--- src/digitGlyphs.mem ---
// One 8-pixel glyph row per line as two hex digits, bit 7 is the leftmost pixel
// Rows 8n to 8n+7 hold digit n, top row first
3C // 0
66
6E
76
66
66
3C
00
18 // 1
38
18
18
18
18
7E
00
3C // 2
66
06
0C
30
60
7E
00
3C // 3
66
06
1C
06
66
3C
00
0C // 4
1C
3C
6C
7E
0C
0C
00
7E // 5
60
7C
06
06
66
3C
00
3C // 6
60
7C
66
66
66
3C
00
7E // 7
06
0C
18
30
30
30
00
3C // 8
66
66
3C
66
66
3C
00
3C // 9
66
66
3E
06
0C
38
00

--- src/displayPkg.sv ---
// Shared timing, layout and colour constants, plus the pixel pipeline structs and pixel class enum
`default_nettype none

package displayPkg;

	////////////////////////////////////////
	// Basic types
	typedef logic [9:0]  coordT;                        // Pixel coordinate
	typedef logic [11:0] colorT;                        // RGB 4:4:4
	typedef logic [7:0]  bcdByteT;                      // Two BCD digits, tens in the upper nibble

	////////////////////////////////////////
	// 640x480 timing
	localparam coordT hActive = 10'd640;                // Visible pixels per line
	localparam coordT hFront  = 10'd16;
	localparam coordT hSync   = 10'd96;
	localparam coordT hBack   = 10'd48;
	localparam coordT hTotal  = hActive + hFront + hSync + hBack; // 800
	localparam coordT vActive = 10'd480;                // Visible lines per frame
	localparam coordT vFront  = 10'd10;
	localparam coordT vSync   = 10'd2;
	localparam coordT vBack   = 10'd33;
	localparam coordT vTotal  = vActive + vFront + vSync + vBack; // 525

	localparam coordT hSyncStart = hActive + hFront;    // 656
	localparam coordT hSyncEnd   = hSyncStart + hSync;  // 752, first pixel past the pulse
	localparam coordT vSyncStart = vActive + vFront;    // 490
	localparam coordT vSyncEnd   = vSyncStart + vSync;  // 492

	localparam int pixelDivide    = 2;                  // CLK cycles per pixel
	localparam int pixelPhaseBits = (pixelDivide > 1) ? $clog2(pixelDivide) : 1;
	localparam logic [pixelPhaseBits-1:0] phaseLast = pixelPhaseBits'(pixelDivide - 1);

	////////////////////////////////////////
	// Panel and digit layout
	localparam coordT panelX    = 10'd100;              // Panel origin on screen
	localparam coordT panelY    = 10'd100;
	localparam coordT panelSize = 10'd200;              // Square panel

	localparam int    glyphSize  = 8;                   // ROM glyph is 8x8
	localparam int    glyphScale = 2;                   // Each glyph bit covers 2x2 pixels
	localparam int    glyphCount = 10;                  // Digits 0 to 9
	localparam int    glyphDepth = glyphCount * glyphSize; // ROM rows
	localparam coordT cellSize   = coordT'(glyphSize * glyphScale); // 16x16 cell

	// Cell offsets inside the panel; rows are date, time, timer
	localparam coordT digitRowY [0:2] = '{10'd20, 10'd70, 10'd140};
	localparam coordT digitColX [0:5] = '{10'd20, 10'd45, 10'd80, 10'd105, 10'd140, 10'd165};

	////////////////////////////////////////
	// Fixed colours
	localparam colorT colorBlank   = 12'h000;           // Blanking interval
	localparam colorT colorOutside = 12'hFFF;           // Screen outside the panel
	localparam colorT colorPanel   = 12'h236;           // Panel background and clear glyph bits
	localparam colorT colorInk     = 12'hFF0;           // Set glyph bits

	////////////////////////////////////////
	// RTC values
	typedef struct packed {
		bcdByteT hours;
		bcdByteT minutes;
		bcdByteT seconds;
	} rtcTimeT;

	typedef struct packed {
		bcdByteT day;
		bcdByteT month;
		bcdByteT year;
	} rtcDateT;

	////////////////////////////////////////
	// Pixel pipeline
	typedef struct packed {
		coordT x;
		coordT y;
		logic  hSync;                                   // Active low
		logic  vSync;                                   // Active low
		logic  videoOn;
	} scanT;

	typedef enum logic [1:0] {
		PIX_BLANK,
		PIX_OUTSIDE,
		PIX_PANEL,
		PIX_DIGIT
	} pixelClassT;

	typedef struct packed {
		scanT       scan;
		pixelClassT pixClass;
		logic [3:0] digit;                              // Glyph index, 0 unless PIX_DIGIT
		logic [2:0] glyphRow;
		logic [2:0] glyphCol;
	} glyphReqT;

	typedef struct packed {
		glyphReqT req;
		logic     glyphBit;                             // Selected glyph pixel
	} glyphWordT;

	// Idle values, syncs inactive and nothing visible
	localparam scanT scanIdle = '{x: '0, y: '0, hSync: 1'b1, vSync: 1'b1, videoOn: 1'b0};
	localparam glyphReqT reqIdle = '{scan: scanIdle, pixClass: PIX_BLANK, digit: '0,
		glyphRow: '0, glyphCol: '0};

endpackage

`default_nettype wire

--- src/clockDisplay.sv ---
// Top level of the RTC overlay: scan generator, field decoder, glyph ROM and pixel output
`timescale 1ns/1ps
`default_nettype none

module clockDisplay
(
	input  wire                      CLK,
	input  wire                      rst,
	input  wire displayPkg::rtcDateT date,       // Day, month, year in BCD
	input  wire displayPkg::rtcTimeT clockTime,  // Current time in BCD
	input  wire displayPkg::rtcTimeT timerTime,  // Timer value in BCD
	output wire                      pixelTick,
	output wire displayPkg::colorT   COLOR,
	output wire                      HS,
	output wire                      VS,
	output wire                      videoOn,
	output wire displayPkg::coordT   pixelX,
	output wire displayPkg::coordT   pixelY
);

	////////////////////////////////////////
	// Pipeline links
	wire displayPkg::scanT      scan;           // Producer to decoder
	wire displayPkg::glyphReqT  req;            // Decoder to ROM
	wire displayPkg::glyphWordT word;           // ROM to output stage

	scanTiming scanGen
	(
		.CLK       (CLK),
		.rst       (rst),
		.pixelTick (pixelTick),
		.scan      (scan)
	);

	fieldDecoder decoder
	(
		.CLK       (CLK),
		.rst       (rst),
		.pixelTick (pixelTick),
		.scan      (scan),
		.date      (date),
		.clockTime (clockTime),
		.timerTime (timerTime),
		.req       (req)
	);

	glyphRom glyphs
	(
		.CLK       (CLK),
		.pixelTick (pixelTick),
		.req       (req),
		.word      (word)
	);

	pixelOutput outStage
	(
		.CLK       (CLK),
		.rst       (rst),
		.pixelTick (pixelTick),
		.word      (word),
		.COLOR     (COLOR),
		.HS        (HS),
		.VS        (VS),
		.videoOn   (videoOn),
		.pixelX    (pixelX),
		.pixelY    (pixelY)
	);

endmodule

`default_nettype wire

--- src/fieldDecoder.sv ---
// Field decoder: panel and digit windows, BCD nibble select, glyph request register
`timescale 1ns/1ps
`default_nettype none

module fieldDecoder
(
	input  wire                     CLK,
	input  wire                     rst,
	input  wire                     pixelTick,
	input  wire displayPkg::scanT   scan,
	input  wire displayPkg::rtcDateT date,
	input  wire displayPkg::rtcTimeT clockTime,
	input  wire displayPkg::rtcTimeT timerTime,
	output displayPkg::glyphReqT    req         // Registered request for the glyph ROM
);

	logic [23:0] rowValue [0:2];                // Six digits per row, leftmost in the MSBs
	displayPkg::coordT relX;                    // Offset inside the panel
	displayPkg::coordT relY;
	logic inPanel;
	logic rowHit;
	logic colHit;
	logic [1:0] rowIdx;                         // 0 date, 1 time, 2 timer
	logic [2:0] colIdx;                         // Digit position 0..5
	logic [3:0] rowOff;                         // Pixel offset inside the 16x16 cell
	logic [3:0] colOff;
	logic [3:0] nibble;
	displayPkg::pixelClassT pixClass;

	assign rowValue[0] = date;
	assign rowValue[1] = clockTime;
	assign rowValue[2] = timerTime;

	assign relX = scan.x - displayPkg::panelX;
	assign relY = scan.y - displayPkg::panelY;
	assign inPanel = (scan.x >= displayPkg::panelX) && (relX < displayPkg::panelSize) &&
		(scan.y >= displayPkg::panelY) && (relY < displayPkg::panelSize);

	////////////////////////////////////////
	// Digit windows
	always_comb
	begin
		rowHit = 1'b0;
		rowIdx = '0;
		rowOff = '0;
		for (int r = 0; r < 3; r++)
		begin
			if ((relY >= displayPkg::digitRowY[r]) &&
				(relY < displayPkg::digitRowY[r] + displayPkg::cellSize))
			begin
				rowHit = 1'b1;
				rowIdx = 2'(r);
				rowOff = 4'(relY - displayPkg::digitRowY[r]);
			end
		end
	end

	always_comb
	begin
		colHit = 1'b0;
		colIdx = '0;
		colOff = '0;
		for (int c = 0; c < 6; c++)
		begin
			if ((relX >= displayPkg::digitColX[c]) &&
				(relX < displayPkg::digitColX[c] + displayPkg::cellSize))
			begin
				colHit = 1'b1;
				colIdx = 3'(c);
				colOff = 4'(relX - displayPkg::digitColX[c]);
			end
		end
	end

	// Even cell takes the tens nibble, odd cell the units nibble
	assign nibble = 4'(rowValue[rowIdx] >> (5'd20 - {colIdx, 2'b00}));

	////////////////////////////////////////
	// Pixel class
	always_comb
	begin
		if (!scan.videoOn)
			pixClass = displayPkg::PIX_BLANK;
		else if (!inPanel)
			pixClass = displayPkg::PIX_OUTSIDE;
		else if (rowHit && colHit && (nibble <= 4'd9))
			pixClass = displayPkg::PIX_DIGIT;
		else
			pixClass = displayPkg::PIX_PANEL;       // Background, or a nibble above 9
	end

	always_ff @(posedge CLK)
	begin
		if (rst)
			req <= displayPkg::reqIdle;
		else if (pixelTick)
		begin
			req.scan     <= scan;
			req.pixClass <= pixClass;
			req.digit    <= (pixClass == displayPkg::PIX_DIGIT) ? nibble : 4'd0;  // Keeps ROM in range
			req.glyphRow <= 3'(rowOff / displayPkg::glyphScale);  // Undo the 2x scaling
			req.glyphCol <= 3'(colOff / displayPkg::glyphScale);
		end
	end

endmodule

`default_nettype wire

--- src/glyphRom.sv ---
// Glyph ROM: ten 8x8 digit glyphs, registered bit lookup carrying the request along
`timescale 1ns/1ps
`default_nettype none

module glyphRom
(
	input  wire                      CLK,
	input  wire                      pixelTick,
	input  wire displayPkg::glyphReqT req,
	output displayPkg::glyphWordT    word       // Request plus the selected glyph bit
);

	logic [7:0] glyphMem [0:displayPkg::glyphDepth-1];  // Bit 7 is the leftmost column
	logic [6:0] romAddr;
	logic [7:0] rowBits;

	initial
	begin
		$readmemh("/design/src/digitGlyphs.mem", glyphMem);
	end

	assign romAddr = 7'(req.digit * displayPkg::glyphSize + req.glyphRow);  // Eight rows per digit
	assign rowBits = glyphMem[romAddr];

	always_ff @(posedge CLK)
	begin
		if (pixelTick)
		begin
			word.req      <= req;                   // Same pixel as the bit below
			word.glyphBit <= rowBits[3'd7 - req.glyphCol];
		end
	end

endmodule

`default_nettype wire

--- src/pixelOutput.sv ---
// Pixel output stage: colour select, registered colour with aligned sync and position
`timescale 1ns/1ps
`default_nettype none

module pixelOutput
(
	input  wire                       CLK,
	input  wire                       rst,
	input  wire                       pixelTick,
	input  wire displayPkg::glyphWordT word,
	output displayPkg::colorT         COLOR,
	output logic                      HS,       // Active low
	output logic                      VS,       // Active low
	output logic                      videoOn,
	output displayPkg::coordT         pixelX,
	output displayPkg::coordT         pixelY
);

	displayPkg::colorT pixColor;

	always_comb
	begin
		case (word.req.pixClass)
			displayPkg::PIX_BLANK:   pixColor = displayPkg::colorBlank;
			displayPkg::PIX_OUTSIDE: pixColor = displayPkg::colorOutside;
			displayPkg::PIX_PANEL:   pixColor = displayPkg::colorPanel;
			displayPkg::PIX_DIGIT:   pixColor = word.glyphBit ? displayPkg::colorInk :
				displayPkg::colorPanel;             // Clear bits show the panel
			default:                 pixColor = displayPkg::colorBlank;
		endcase
	end

	always_ff @(posedge CLK)
	begin
		if (rst)
		begin
			COLOR   <= displayPkg::colorBlank;      // Outputs inactive
			HS      <= 1'b1;
			VS      <= 1'b1;
			videoOn <= 1'b0;
			pixelX  <= '0;
			pixelY  <= '0;
		end
		else if (pixelTick)
		begin
			COLOR   <= pixColor;
			HS      <= word.req.scan.hSync;         // Same stage as the colour
			VS      <= word.req.scan.vSync;
			videoOn <= word.req.scan.videoOn;
			pixelX  <= word.req.scan.x;
			pixelY  <= word.req.scan.y;
		end
	end

endmodule

`default_nettype wire

--- src/scanTiming.sv ---
// Scan generator: pixel strobe, horizontal and vertical counters, registered sync and position
`timescale 1ns/1ps
`default_nettype none

module scanTiming
(
	input  wire              CLK,
	input  wire              rst,
	output logic             pixelTick,             // One CLK in every pixelDivide
	output displayPkg::scanT scan                   // Registered position and syncs
);

	logic [displayPkg::pixelPhaseBits-1:0] phase;   // Position inside the pixel period
	displayPkg::coordT hCount;                      // Current column
	displayPkg::coordT vCount;                      // Current line
	logic lineEnd;
	logic frameEnd;

	////////////////////////////////////////
	// Pixel strobe
	// Phase rests at zero in reset, so the strobe keeps running and flushes idle data downstream
	assign pixelTick = (phase == '0);

	always_ff @(posedge CLK)
	begin
		if (rst)
			phase <= '0;
		else if (phase == displayPkg::phaseLast)
			phase <= '0;                            // Wrap after the last CLK of the pixel
		else
			phase <= phase + 1'b1;
	end

	////////////////////////////////////////
	// Counters
	assign lineEnd  = (hCount == displayPkg::hTotal - 1'b1);  // Column 799
	assign frameEnd = (vCount == displayPkg::vTotal - 1'b1);  // Line 524

	always_ff @(posedge CLK)
	begin
		if (rst)
		begin
			hCount <= '0;
			vCount <= '0;
			scan   <= displayPkg::scanIdle;         // Syncs high, video off
		end
		else if (pixelTick)
		begin
			hCount <= lineEnd ? '0 : hCount + 1'b1;
			if (lineEnd)
				vCount <= frameEnd ? '0 : vCount + 1'b1;  // Step line on column wrap

			// All scan fields come from the same counter values
			scan.x       <= hCount;
			scan.y       <= vCount;
			scan.hSync   <= !((hCount >= displayPkg::hSyncStart) &&
				(hCount < displayPkg::hSyncEnd));   // Low for 656..751
			scan.vSync   <= !((vCount >= displayPkg::vSyncStart) &&
				(vCount < displayPkg::vSyncEnd));   // Low for 490..491
			scan.videoOn <= (hCount < displayPkg::hActive) && (vCount < displayPkg::vActive);
		end
	end

endmodule

`default_nettype wire
--- config.mk ---
export PLATFORM = sky130hd
export DESIGN_NAME = clockDisplay
export DESIGN_NICKNAME = d
export VERILOG_FILES = /design/src/displayPkg.sv /design/src/clockDisplay.sv /design/src/fieldDecoder.sv /design/src/glyphRom.sv /design/src/pixelOutput.sv /design/src/scanTiming.sv
export SDC_FILE = /design/constraint.sdc
export NUM_CORES = 1
export LEC_CHECK = 0
export BUFFER_PORTS_ARGS = -buffer_cell sky130_fd_sc_hd__buf_4
export CAP_MARGIN = 25
export CORE_MARGIN = 2
export CORE_UTILIZATION = 25
export CTS_BUF_LIST = sky130_fd_sc_hd__clkbuf_8
export DETAILED_ROUTE_END_ITERATION = 7
export GPL_TIMING_DRIVEN = 0
export SETUP_SLACK_MARGIN = 0.2
export SLEW_MARGIN = 5
export SYNTH_ARGS = -nofsm -noshare
export SYNTH_HDL_FRONTEND = slang
export SYNTH_SLANG_ARGS = --single-unit
--- constraint.sdc ---
create_clock -name CLK -period 7.74 [get_ports CLK]
set_input_delay 1.548 -clock CLK [delete_from_list [all_inputs] [get_ports CLK]]
set_output_delay 1.548 -clock CLK [all_outputs]
set_load 0.02 [all_outputs]
Yosys cells after proc, flatten, opt, wreduce, memory -nomap -nowiden
Index checks and enable logic that the tools add are counted.
{ "word_totals": {"reg_bits": 133, "input_bits": 74, "output_inout_bits": 36, "word_cells": 136} }
{ "op_classes": {"addsub": 13, "magnitude_cmp": 31, "n_eq_ne": 5, "n_shift": 1, "n_mux": 34, "bitwise_logic": 2, "n_reduce_logical": 22} }
{ "ops": {"columns": ["op", "count"], "rows": [
  ["10-bit by 7-bit greater-or-equal comparator with 1-bit output, second input constant", 5],
  ["10-bit by 8-bit < comparator with 1-bit output, second input constant", 5],
  ["24-bit binary-select mux with 2-bit select", 1],
  ["24-bit two-way mux", 2],
  ["12-bit case mux with 4 select lines", 1],
  ["10-bit by 8-bit greater-or-equal comparator with 1-bit output, second input constant", 3],
  ["10-bit by 6-bit < comparator with 1-bit output, second input constant", 3],
  ["10-bit by 7-bit < comparator with 1-bit output, second input constant", 3],
  ["4-bit two-way mux", 6],
  ["24-bit by 5-bit right shift with 4-bit output", 1],
  ["10-bit by 1-bit adder with 10-bit output, second input constant", 2],
  ["10-bit == test, second input constant", 2],
  ["10-bit by 5-bit greater-or-equal comparator with 1-bit output, second input constant", 2],
  ["10-bit < comparator, second input constant", 2],
  ["10-bit by 9-bit < comparator with 1-bit output, second input constant", 2],
  ["10-bit two-way mux", 2],
  ["10-bit by 7-bit subtractor with 10-bit output, second input constant", 2],
  ["1-bit logical AND", 17],
  ["1-bit two-way mux", 13],
  ["12-bit two-way mux", 1],
  ["4-bit subtractor, second input constant", 3],
  ["10-bit greater-or-equal comparator, second input constant", 1],
  ["10-bit by 6-bit greater-or-equal comparator with 1-bit output, second input constant", 1],
  ["10-bit by 9-bit greater-or-equal comparator with 1-bit output, second input constant", 1],
  ["other kinds (19)", 27]
]} }

Logic depth before layout (Yosys ltp)
{ "depth": {"word_depth": 15, "depth_mapped": 13, "depth_no_buf": 10} }

Cells and area by module
Synthesis repeated with hierarchy kept, for this count alone.
{ "unflattened": {"cells_unflattened": 740, "hier_area_um2": 7297.0} }
{ "by_module_without_submodules": {"columns": ["mod", "n_inst", "cells_per_inst", "area_each_um2", "seq_area_each_um2"], "rows": [
  ["fieldDecoder", 1, 400, 3270.6, 700.7],
  ["scanTiming", 1, 201, 1891.8, 880.8],
  ["pixelOutput", 1, 102, 1072.3, 540.5],
  ["glyphRom", 1, 37, 1062.3, 1051.0]
]} }

Least setup slack after synthesis
No wires, ideal clock.
{ "synth_timing": {"path_type": "register to output", "startpoint": "register scanGen.phase", "endpoint": "output pixelTick", "arrival_time_ns": 1.146, "required_time_ns": 6.192, "path_slack_ns": 5.046, "path_stages_with_launch": 3, "path_buffers": 1, "cell_sequence": "dfxtp_1 > clkbuf_1 > inv_1"} }
{ "synth_between": {"elab_chain_len": 1} }
{ "synth_rtl": {"columns": ["item", "line_no", "text"], "rows": [
  ["from (decl)", "scanTiming.sv:13", "logic [displayPkg::pixelPhaseBits-1:0] phase;"],
  ["from (signal assigned)", "scanTiming.sv:31", "phase <= phase + 1'b1;"],
  ["1-bit inverter (no line)", null, null],
  ["to (decl)", "clockDisplay.sv:12", "output wire pixelTick,"]
]} }
Every way passes these cells.

Worst setup path after layout
Same ends and word-level chain as after synthesis.

==> flow_summary.json <==
{
  "fin_area_um2": 7340,
  "ir_drop_v": 0.000114,
  "io_buffers": 91,
  "grt_overflow": 0,
  "core_um2": 22700,
  "fin_crit_ps": 3270,
  "rr_startpoint": "scanGen.scan[15]",
  "syn_to_final_growth_pct": 26.2,
  "r2r_slack_ps": 4700,
  "cp.arrival_ps": 1720,
  "cts_resized": 0,
  "outcome": "completed",
  "finalSetupTns_ps": 0,
  "cp_max_fo": 15,
  "die_w_um": 157,
  "yosysWarnings": 0,
  "synth_area_leader_cell": "dfxtp_1",
  "crit_slowest_cell": "inv_1",
  "drt_pass1_iterations": 4,
  "synth-seq-cells": 119,
  "min_period_over_period": 0.422,
  "numClockSinks": 119,
  "cts_tree": "built",
  "fp.dieH_um": 157,
  "syn_area_um2": 5820,
  "clock_latency_ps": 420,
  "path_buf_inv": 3,
  "final-max-slew-violation-count": 0,
  "p_leak_nw": 2.98,
  "drc": 0,
  "yosysMostFrequentCell": "nor2_1",
  "end_kind": "output port",
  "skew_ps": 7.18,
  "synth_flop_cell": "dfxtp_1",
  "postCtsSetupBuffers": 0,
  "hold_violations": 0,
  "worst-setup-path-type": "reg2out",
  "cts_root_buf": "clkbuf_8",
  "clock_tree.buffer_depth": 2,
  "rows": 55,
  "rsz0062_at_grt": "no",
  "dp.cells": 977,
  "slew_headroom": 0.416,
  "track_usage": 0.118,
  "io_pins": 110,
  "p_comb_frac": 0.089,
  "path_cells": "clkbuf_1, inv_1, buf_4",
  "synthTopCellsByArea": "dfxtp_1, edfxtp_1, mux2i_1",
  "pre_cts_ws_ps": 4730,
  "power.density_nw_per_um2": 195,
  "ys_seq_area_frac": 0.453,
  "fin_nets": 798,
  "reg2reg_to": "decoder.req[10]",
  "wl_mm": 14.0,
  "hold_start": "decoder.req[16]",
  "dp_hpwl_mm": 10.4,
  "syn_inst": 600,
  "whs_path_depth": 0,
  "die_area_um2": 24500,
  "cp-start-kind": "flip-flop",
  "grt_pass1_vias": 4540,
  "post_route_cells_drive_above_1_share": 0.222,
  "hold_ws_ps": 427,
  "synth.net_count": 687,
  "via_per_inst": 4.64,
  "htreeDepth": 4,
  "via_count": 4677,
  "async_flop_share": 0,
  "holdBufCountCts": 0,
  "syn_area_per_cell_um2": 9.69,
  "netSwitchingFraction": 0.219,
  "diodes": 0,
  "synth-edff-count": 25,
  "setup_viol": 0,
  "clk_pin_slew_ps": 70,
  "antenna_found_initial": 0,
  "synth_top_cell_area_share": 0.324,
  "r2r_cells": 10,
  "start_util": 0.256,
  "gp_congestion": 0.845,
  "min_to": "glyphs.word[17]",
  "intPower_w": 0.00112,
  "critPathTopFamily": "buffers and inverters",
  "grt_pass1_wl_mm": 22.8,
  "hold_path.class": "reg2reg",
  "slowest_delay_ps": 400,
  "layoutNonFillerInstCount": 1009,
  "post_drt_wl_per_cell_um": 13.9,
  "maxCapViolCount": 0,
  "switching_power_w": 0.000313,
  "yosysUniqueCellTypes": 69,
  "pwr-share-clk": 0.447,
  "worstPathRequired_ps": 6190,
  "fmax_mhz": 306,
  "drt_iter0_drc": 258,
  "sequentialPowerShare": 0.464,
  "dpl-instance-area_um2": 6880,
  "tightest_slew_ps": 876,
  "cts_buffers": 17,
  "setup_ws_ps": 4470,
  "grt_max_degree": 17,
  "final_antenna_net_count": 0,
  "ys_top_cells_by_count": "nor2_1, dfxtp_1, mux2i_1"
}
==> flip-flops by register name, summed over array words and instances, names as in the netlist, 2 cells and up <==
name,cells
decoder.req,25
glyphs.word,25
scanGen.scan,23
outStage.pixelX,10
outStage.pixelY,10
scanGen.hCount,10
scanGen.vCount,10
outStage.COLOR,2
==> layout by cell type, fill, tap and decap left out, types with 15 or more instances in the layout <==
master,n
dfxtp_1,94
inv_1,26
nor3_1,19
nand2_1,27
nor2_1,105
edfxtp_1,25
o21ai_0,15
clkbuf_8,20
buf_4,103
clkbuf_1,15
mux2i_1,69
==> through the flow <==
step                      total power (W)  utilization
after global routing              0.00148        0.323
after detailed placement         0.000804        0.303
after floorplan                  0.000745            -
after global placement           0.000801        0.302
final                             0.00143        0.323
after CTS                         0.00144        0.323
==> per-layer routing <==
metal | wire length, um | GRT usage | part of all wire
met1 | 6320 | 0.145 | 0.45
met2 | 6880 | 0.201 | 0.49
met3 | 488 | 0.0288 | 0.035
met4 | 315 | 0.0389 | 0.022
met5 | 0 | 0 | 0
==> power groups by stage <==
stage	sequential, W	clock [W]	combinational (W)
3_5_place_dp	0.000676	0	0.000128
3_3_place_gp	0.000676	0	0.000125
5_1_grt	0.000665	0.000677	0.000138
2_1_floorplan	0.000681	0	0.0000646
6_report	0.000663	0.000639	0.000127
4_1_cts	0.000663	0.000652	0.000129
==> cell type report <==
cell class,count,area [um2]
Buffer,41,235
Timing Repair Buffer,92,711
Clock buffer,20,275
Multi-Input combinational cell,417,2860
Clock inverter,12,184
Inverter,23,86.3
Tap cell,285,357
Fill cell,2328,15400
Sequential cell,119,2630
==> worst register-to-register path, cell delays in order, from the launching register on <==
cell and delay [ps]:
dfxtp_1 540, inv_1 150, ha_1 290, or4b_2 620, nor3_1 320, a211o_1 210, and3_1 200, o221a_1 190
o21ai_1 110, a32oi_1 200, o21ai_1 90
==> how the worst max path moves through the flow <==
stage | endpoint | cells past startpoint | start | slack [ps]
6_report | pixelTick | 3 | scanGen.phase | 4470
5_1_grt | pixelTick | 3 | scanGen.phase | 4310
4_1_cts | pixelTick | 3 | scanGen.phase | 4430
3_5_place_dp | decoder.req[10] | 13 | scanGen.scan[5] | 4730
3_3_place_gp | pixelTick | 3 | scanGen.phase | 4490
2_1_floorplan | pixelTick | 2 | scanGen.phase | 5050
==> cells by family after synthesis <==
kind of cell,share of synthesized area
buffers and inverters,0.0553
adders and majority gates,0.0280
xor gates and xnor gates,0.0361
muxes,0.119
and+or+nand+nor,0.180
AOI/OAI and AO/OA,0.129
DFF,0.453
Note: power is estimated with default switching activity, not from simulation.
